### src/lfsr_pkg.sv
package lfsr_pkg;

    localparam int LFSR_STATE_W = 23;
    localparam int LANE_WORD_W  = 32;
    localparam int LFSR_EXT_W   = LANE_WORD_W - LFSR_STATE_W;  // 9 bits above the state
    localparam int N_GEN        = 8;

    typedef logic [LANE_WORD_W-1:0] lane_word_t;

    // Power-up and clear values, generator 0 first
    localparam logic [LFSR_STATE_W-1:0] LFSR_SEED [N_GEN] = '{
        23'h1DBFBC,
        23'h0607BB,
        23'h1EC760,
        23'h18C0DB,
        23'h010F12,
        23'h19CFC9,
        23'h0277CE,
        23'h1BB807
    };

    // Output bit b is the parity of the state bits selected by LFSR_TAPS[b]
    localparam logic [LFSR_STATE_W-1:0] LFSR_TAPS [LANE_WORD_W] = '{
        23'h5EC59E,  // bit 0
        23'h1C8A19,
        23'h391432,
        23'h722864,
        23'h4551ED,
        23'h2BA2FF,
        23'h5745FE,
        23'h0F8AD9,
        23'h1F15B2,  // bit 8
        23'h3E2B64,
        23'h7C56C8,
        23'h59ACB5,
        23'h12584F,
        23'h24B09E,
        23'h49613C,
        23'h33C35D,
        23'h6786BA,  // bit 16
        23'h6E0C51,
        23'h7D1987,
        23'h5B322B,
        23'h176573,
        23'h2ECAE6,
        23'h5D95CC,
        23'h1A2ABD,
        23'h34557A,  // bit 24
        23'h68AAF4,
        23'h7054CD,
        23'h41A8BF,
        23'h22505B,
        23'h44A0B6,
        23'h284049,
        23'h508092
    };

    // 32 bits of LFSR output per step; the low 23 become the next state
    function automatic lane_word_t lfsr_next(input logic [LFSR_STATE_W-1:0] state);
        lane_word_t word;
        for (int b = 0; b < LANE_WORD_W; b++) begin
            word[b] = ^(state & LFSR_TAPS[b]);
        end
        return word;
    endfunction

endpackage
### src/tx_lane_pkg.sv
package tx_lane_pkg;

    // Training step requested by the link FSM
    typedef enum logic [1:0] {
        ST_IDLE    = 2'b00,
        ST_CLEAR   = 2'b01,
        ST_PATTERN = 2'b10,
        ST_LANE_ID = 2'b11
    } train_state_e;

    // Which lanes are functional
    typedef enum logic [1:0] {
        MAP_NONE  = 2'b00,
        MAP_LO8   = 2'b01,  // Lanes 0..7
        MAP_HI8   = 2'b10,  // Lanes 8..15
        MAP_ALL16 = 2'b11
    } lane_map_e;

    localparam int N_LANES = 16;

    // Burst period includes the trailing gap cycle
    localparam int PATTERN_BURST_LEN = 128;
    localparam int ID_BURST_LEN      = 64;
    localparam int PAT_CNT_W         = $clog2(PATTERN_BURST_LEN);
    localparam int ID_CNT_W          = $clog2(ID_BURST_LEN);

    // Lane ID is marker, 8-bit lane number, marker; sent twice per word
    localparam logic [3:0] LANE_ID_MARK = 4'b1010;
    localparam int         LANE_IDX_W   = 8;

    typedef lfsr_pkg::lane_word_t [N_LANES-1:0] lane_bus_t;

endpackage

### src/lfsr_transmitter.sv
`timescale 1ns/1ps

module lfsr_transmitter (
    input  logic                      i_clk,
    input  logic                      i_rst_n,
    input  tx_lane_pkg::train_state_e i_state,
    input  tx_lane_pkg::lane_map_e    i_lane_map,
    input  logic                      i_enable_reversal,
    output tx_lane_pkg::lane_bus_t    o_lane_data,
    output logic                      o_tx_done,
    output logic                      o_enable_frame
);

    import lfsr_pkg::*;

    logic                   gen_clear;
    logic                   gen_advance;
    logic                   emit;
    logic                   emit_id;
    logic                   reversed;
    lane_word_t [N_GEN-1:0] gen_words;

    training_seq_ctrl u_ctrl (
        .i_clk             (i_clk),
        .i_rst_n           (i_rst_n),
        .i_state           (i_state),
        .i_lane_map        (i_lane_map),
        .i_enable_reversal (i_enable_reversal),
        .o_gen_clear       (gen_clear),
        .o_gen_advance     (gen_advance),
        .o_emit            (emit),
        .o_emit_id         (emit_id),
        .o_reversed        (reversed),
        .o_tx_done         (o_tx_done),
        .o_enable_frame    (o_enable_frame)
    );

    // One generator per lane of a half; each has its own seed
    for (genvar g = 0; g < N_GEN; g++) begin : g_gen
        lfsr_lane_gen u_gen (
            .i_clk     (i_clk),
            .i_rst_n   (i_rst_n),
            .i_clear   (gen_clear),
            .i_advance (gen_advance),
            .i_seed    (LFSR_SEED[g]),
            .o_word    (gen_words[g])
        );
    end

    lane_mapper u_mapper (
        .i_clk       (i_clk),
        .i_rst_n     (i_rst_n),
        .i_lane_map  (i_lane_map),
        .i_emit      (emit),
        .i_emit_id   (emit_id),
        .i_reversed  (reversed),
        .i_gen_words (gen_words),
        .o_lane_data (o_lane_data)
    );

endmodule

### src/lane_mapper.sv
`timescale 1ns/1ps

module lane_mapper (
    input  logic                                     i_clk,
    input  logic                                     i_rst_n,
    input  tx_lane_pkg::lane_map_e                   i_lane_map,
    input  logic                                     i_emit,
    input  logic                                     i_emit_id,
    input  logic                                     i_reversed,
    input  lfsr_pkg::lane_word_t [lfsr_pkg::N_GEN-1:0] i_gen_words,
    output tx_lane_pkg::lane_bus_t                   o_lane_data
);

    import lfsr_pkg::*;
    import tx_lane_pkg::*;

    lane_bus_t          id_words;
    lane_bus_t          lane_d;
    lane_bus_t          lane_q;
    logic [N_LANES-1:0] lane_on;
    logic               rev_all;

    // Fixed lane identifiers, one per physical lane
    for (genvar j = 0; j < N_LANES; j++) begin : g_lane_id
        assign id_words[j] = {2{LANE_ID_MARK, LANE_IDX_W'(j), LANE_ID_MARK}};
    end

    always_comb begin
        case (i_lane_map)
            MAP_LO8:   lane_on = 16'h00FF;
            MAP_HI8:   lane_on = 16'hFF00;
            MAP_ALL16: lane_on = 16'hFFFF;
            default:   lane_on = 16'h0000;
        endcase
    end

    assign rev_all = i_reversed && (i_lane_map == MAP_ALL16);

    // Both halves reuse generators 0..7; reversal mirrors the lane order
    always_comb begin
        lane_d = '0;
        for (int j = 0; j < N_LANES; j++) begin
            if (i_emit && lane_on[j]) begin
                if (i_emit_id) begin
                    lane_d[j] = id_words[rev_all ? (N_LANES - 1 - j) : j];
                end else begin
                    lane_d[j] = i_gen_words[rev_all ? (N_GEN - 1 - (j % N_GEN)) : (j % N_GEN)];
                end
            end
        end
    end

    always_ff @(posedge i_clk or negedge i_rst_n) begin
        if (!i_rst_n) begin
            lane_q <= '0;
        end else begin
            lane_q <= lane_d;   // Zero unless a word is emitted this cycle
        end
    end

    assign o_lane_data = lane_q;

endmodule

### src/training_seq_ctrl.sv
`timescale 1ns/1ps

module training_seq_ctrl (
    input  logic                     i_clk,
    input  logic                     i_rst_n,
    input  tx_lane_pkg::train_state_e i_state,
    input  tx_lane_pkg::lane_map_e   i_lane_map,
    input  logic                     i_enable_reversal,
    output logic                     o_gen_clear,
    output logic                     o_gen_advance,
    output logic                     o_emit,
    output logic                     o_emit_id,
    output logic                     o_reversed,
    output logic                     o_tx_done,
    output logic                     o_enable_frame
);

    import tx_lane_pkg::*;

    logic [PAT_CNT_W-1:0] pat_cnt_q;
    logic [ID_CNT_W-1:0]  id_cnt_q;
    logic                 pat_last;
    logic                 id_last;
    logic                 rev_req;
    logic                 rev_q;
    logic                 done_q;
    logic                 frame_q;

    // Last count of each period is the gap cycle
    assign pat_last = (pat_cnt_q == PAT_CNT_W'(PATTERN_BURST_LEN - 1));
    assign id_last  = (id_cnt_q == ID_CNT_W'(ID_BURST_LEN - 1));

    // Reversal is only meaningful with all 16 lanes up
    assign rev_req = i_enable_reversal && (i_lane_map == MAP_ALL16);

    always_ff @(posedge i_clk or negedge i_rst_n) begin
        if (!i_rst_n) begin
            pat_cnt_q <= '0;
            id_cnt_q  <= '0;
            rev_q     <= 1'b0;
            done_q    <= 1'b0;
            frame_q   <= 1'b0;
        end else begin
            case (i_state)
                ST_IDLE: begin
                    pat_cnt_q <= '0;
                    id_cnt_q  <= '0;
                    frame_q   <= 1'b0;
                    done_q    <= rev_req;   // Acknowledges the reversal request
                    if (rev_req) begin
                        rev_q <= 1'b1;
                    end
                end
                ST_CLEAR: begin
                    done_q <= 1'b1;
                    rev_q  <= 1'b0;  // Back to normal lane order
                end
                ST_PATTERN: begin
                    pat_cnt_q <= pat_last ? '0 : pat_cnt_q + 1'b1;
                    done_q    <= pat_last;
                    frame_q   <= !pat_last;
                end
                ST_LANE_ID: begin
                    id_cnt_q <= id_last ? '0 : id_cnt_q + 1'b1;
                    done_q   <= id_last;
                    frame_q  <= !id_last;
                end
                default: begin
                    done_q <= 1'b0;
                end
            endcase
        end
    end

    assign o_gen_clear   = (i_state == ST_CLEAR);
    assign o_gen_advance = (i_state == ST_PATTERN);   // Runs through the gap cycle too

    assign o_emit    = ((i_state == ST_PATTERN) && !pat_last) ||
                       ((i_state == ST_LANE_ID) && !id_last);
    assign o_emit_id = (i_state == ST_LANE_ID);

    assign o_reversed     = rev_q;
    assign o_tx_done      = done_q;
    assign o_enable_frame = frame_q;

endmodule

### src/lfsr_lane_gen.sv
`timescale 1ns/1ps

module lfsr_lane_gen (
    input  logic                              i_clk,
    input  logic                              i_rst_n,
    input  logic                              i_clear,
    input  logic                              i_advance,
    input  logic [lfsr_pkg::LFSR_STATE_W-1:0] i_seed,
    output lfsr_pkg::lane_word_t              o_word
);

    import lfsr_pkg::*;

    logic [LFSR_STATE_W-1:0] state_q;
    logic [LFSR_EXT_W-1:0]   ext_q;   // Upper word bits from the last step

    always_ff @(posedge i_clk or negedge i_rst_n) begin
        if (!i_rst_n) begin
            state_q <= i_seed;
            ext_q   <= '0;
        end else if (i_clear) begin
            state_q <= i_seed;
            ext_q   <= '0;
        end else if (i_advance) begin
            {ext_q, state_q} <= lfsr_next(state_q);
        end
    end

    assign o_word = {ext_q, state_q};

endmodule

### config.mk
export PLATFORM = sky130hd
export DESIGN_NAME = lfsr_transmitter
export DESIGN_NICKNAME = d
export VERILOG_FILES = /design/src/lfsr_pkg.sv /design/src/tx_lane_pkg.sv /design/src/lfsr_transmitter.sv /design/src/lane_mapper.sv /design/src/training_seq_ctrl.sv /design/src/lfsr_lane_gen.sv
export SDC_FILE = /design/constraint.sdc
export NUM_CORES = 2
export LEC_CHECK = 0
export ABC_CLOCK_PERIOD_IN_PS = 2900
export BUFFER_PORTS_ARGS = -buffer_cell sky130_fd_sc_hd__buf_2
export CORE_UTILIZATION = 45
export CTS_CLUSTER_SIZE = 25
export DETAILED_ROUTE_END_ITERATION = 8
export SLEW_MARGIN = 0
export SYNTH_ARGS = -nofsm -noshare
export SYNTH_HDL_FRONTEND = slang
export SYNTH_SLANG_ARGS = --single-unit
### constraint.sdc
create_clock -name i_clk -period 2.9 [get_ports i_clk]
set_clock_uncertainty 0.1 [all_clocks]
set_input_delay 0.29 -clock i_clk [delete_from_list [all_inputs] [get_ports i_clk]]
set_output_delay 0.29 -clock i_clk [all_outputs]
set_load 0.01 [all_outputs]
==> flow_summary.yaml <==
run_status:
  outcome: "completed"
critical_path:
  cp-end-kind: "flop"
  cp.required_ps: 3320
  startpoint_type: "flop"
  cp_max_fo: 20
  crit_arrival_ps: 2920
  worst-path-buf-inv: 1
  cpPeakStageDelay_ps: 420
  path_cells: "ha_1 -> nand3_1 -> o21ai_0 -> nand2_4 -> nand2_4 -> buf_4 -> nor2_1"
  crit_path_top_delay_cell: "o21ai_0"
  worst_path_most_repeated_cell: "nand2_4"
  path_delay_family: "simple AND/OR/NAND/NOR gates"
  crit_type: "flop to flop"
placed_design:
  gp_congestion: 0.954
  port_buffers: 520
  hpwl_um: 101000
  place_inst: 5757
  placed_cell_area_um2: 46800
routing:
  drtAntennaViolNets: 0
  via_per_inst: 5.26
  vias: 31100
  wl_per_cell_um: 23.8
  drc_errors: 0
  dr.pass1.iters: 5
  wl_um: 141000
  first_iter_violations: 2869
floorplan:
  coreArea_um2: 93600
  start_util_pct: 45.6
  num_io_pins: 521
  die_y_um: 310
  rows: 112
  dieWidth_um: 310
  dieArea_um2: 96000
global_routing:
  grt_pass1_vias: 30700
  grt_start_max_net_pins: 142
  grt_pass1_wl_um: 205000
  grtUsageTotal_pct: 28.9
  antenna_found_initial: 1
  grt_overflow: 0
timing:
  tightest_slew_ps: 817
  setup_viol: 0
  final-hold-violation-count: 0
  period_share_pct: 86.0
  setup_tns_ps: 0
  fin_crit_ps: 2490
  slew_violations: 0
  max_freq_ghz: 0.401
  whs_ps: 26.8
  maxSlewHeadroom_pct: 45.2
  rsz0062_at_grt: "false"
yosys:
  synth_nets: 4247
  synth_top_family_by_area: "XOR/XNOR gates"
  yosys.area.top_type_share_pct: 40.7
  yosys-top-cells-area: "dfrtp_1, xnor2_1, dfstp_2"
  synth_top_area_cell: "dfrtp_1"
  async_flop_share_pct: 100
  yosysWarnings: 0
  synth_fa_ha_area_share_pct: 0.205
  synth_most_common_cell: "xnor2_1"
  synthSimpleGateAreaFrac_pct: 11.9
  synth_common_cells: "xnor2_1, dfrtp_1, nor2_1, nand2_1, a21oi_1"
  synth_cell_type_count: 50
  syn_avg_cell_area_um2: 10.1
  synth_mux_area_share_pct: 0.0499
  ys_seq_area_share_pct: 46.3
  synth.cell_area_um2: 42700
  synthXorXnorAreaFrac_pct: 27.8
  synth_top_flop_cell: "dfrtp_1"
  synth_edf_count: 0
  synth-compound-area-share_pct: 9.20
  synth.ff_latch_count: 784
  syn_inst: 4233
finish:
  num-fill-cells: 8630
  area_growth_pct: 16.4
  stdcell_area_um2: 49600
  final_cells: 5922
  nets: 4609
  final_layout_size_suffix_gt1_share_pct: 21.1
job:
  maxCapViolations: 0
hold_path:
  hold_class: "primary input to flop"
clock_tree:
  cts.sinks: 784
  cts_tree: "done"
  numCtsBuffers: 87
  cts-root-buf: "clkbuf_16"
  clkLatencyLatePin_ps: 670
  clk_pin_slew_worst_paths_ps: 60
  cts.path.max_buffers: 3
  cts_max_level: 3
  ctsResizeCount: 0
-- registers in the layout, indices dropped and copies added (netlist names) --
| register | flops |
|---|---|
| g_gen.u_gen.ext_q | 72 |
| u_ctrl.o_enable_frame | 1 |
| u_ctrl.pat_cnt_q | 7 |
| u_ctrl.o_reversed | 1 |
| u_mapper.o_lane_data | 512 |
| g_gen.u_gen.state_q | 184 |
| u_ctrl.o_tx_done | 1 |
| u_ctrl.id_cnt_q | 6 |
-- area by class of cell --
| cell class | count | area [µm²] | share of cell area (%) |
|---|---|---|---|
| flip-flops and latches | 784 | 19700 | 39.7 |
| diodes | 2 | 5.00 | 0.0101 |
| clock inverters | 31 | 344 | 0.693 |
| multi-input cells | 2994 | 21000 | 42.4 |
| clock buffers | 129 | 2510 | 5.05 |
| repair buffers | 686 | 4280 | 8.63 |
| well taps | 1254 | 1570 | 3.16 |
| inverters | 42 | 160 | 0.323 |
-- layer usage --
metal	vias to the layer above	track usage, %	wire length [µm]
met5	-	0	0
met4	0	14.2	6890
met3	253	2.88	4510
met2	757	52.7	75800
met1	15700	33.9	53500
li1	14400	-	-
-- worst min-delay path, delay by kind of cell --
| family | cells | cell delay (ps) |
|---|---|---|
| and+or+nand+nor | 1 | 150 |
| buffers and inverters | 1 | 110 |
| AOI/OAI and AO/OA | 2 | 200 |
-- cell families (layout without fill, tap and decap cells) --
logic type	after synthesis	after routing
compound gates	634	634
xor+xnor	1245	1245
fa+ha+maj	7	7
flops	784	784
other cells	0	2
mux	2	2
buf+inv	455	888
simple gates	1106	1106
-- through the flow --
| stage | setup WS, ps | utilization, % |
|---|---|---|
| 6_report | 406 | 53.0 |
| 5_1_grt | 235 | 53.0 |
| 4_1_cts | 417 | 53.0 |
| 3_5_place_dp | 443 | 49.9 |
| 3_3_place_gp | 440 | 49.9 |
| 2_1_floorplan | 706 | - |
-- worst paths after layout --
check                                                start  depth (start not counted)                                     to  slack (ps)
max                         u_ctrl.id_cnt_q[0]$_DFFE_PN0P_                          7     u_mapper.o_lane_data[70]$_DFF_PN0_         410
min                                          i_lane_map[1]                          4    u_mapper.o_lane_data[311]$_DFF_PN0_          30
max reg2reg                 u_ctrl.id_cnt_q[0]$_DFFE_PN0P_                          7     u_mapper.o_lane_data[70]$_DFF_PN0_         410
min reg2reg                u_ctrl.pat_cnt_q[6]$_DFFE_PN0P_                          1        u_ctrl.pat_cnt_q[6]$_DFFE_PN0P_         400
max in group asynchronous                          i_rst_n                          4  g_gen[3].u_gen.state_q[7]$_DFFE_PN1P_        1610
min in group asynchronous                          i_rst_n                          2    u_mapper.o_lane_data[100]$_DFF_PN0_          80
-- what timing repair did --
| item | CTS | global route |
|---|---|---|
| hold buffers | 3 | 0 |
| buffers inserted | 0 | 0 |
| hold endpoints to repair | 160 | 0 |
-- placed cells by master, fill, tap and decap left out, types with 4 or more instances in the layout --
master and n:
a211o_1 11, a211oi_1 65, a21oi_1 292, a22o_1 92, a31oi_1 4, and2_1 51
and3_1 265, buf_12 33, buf_2 517, buf_4 132, bufinv_16 6, clkbuf_1 26
clkbuf_16 88, clkbuf_8 15, clkinv_2 16, clkinvlp_4 4, dfrtp_1 693, dfstp_2 91
ha_1 5, inv_1 40, nand2_1 337, nand2_4 4, nand3_1 14, nor2_1 385
nor2b_1 4, nor3_1 10, o21ai_0 103, o21ai_1 4, o22a_1 11, o22ai_1 13
o2bb2ai_1 26, o31ai_1 4, or3_1 23, xnor2_1 899, xnor2_2 33, xnor2_4 8
xnor3_1 24, xor2_1 259, xor2_2 17
Power is left out: the tool's default activity adds up to more than one toggle a clock period on the data nets, which glitch-free logic cannot reach.
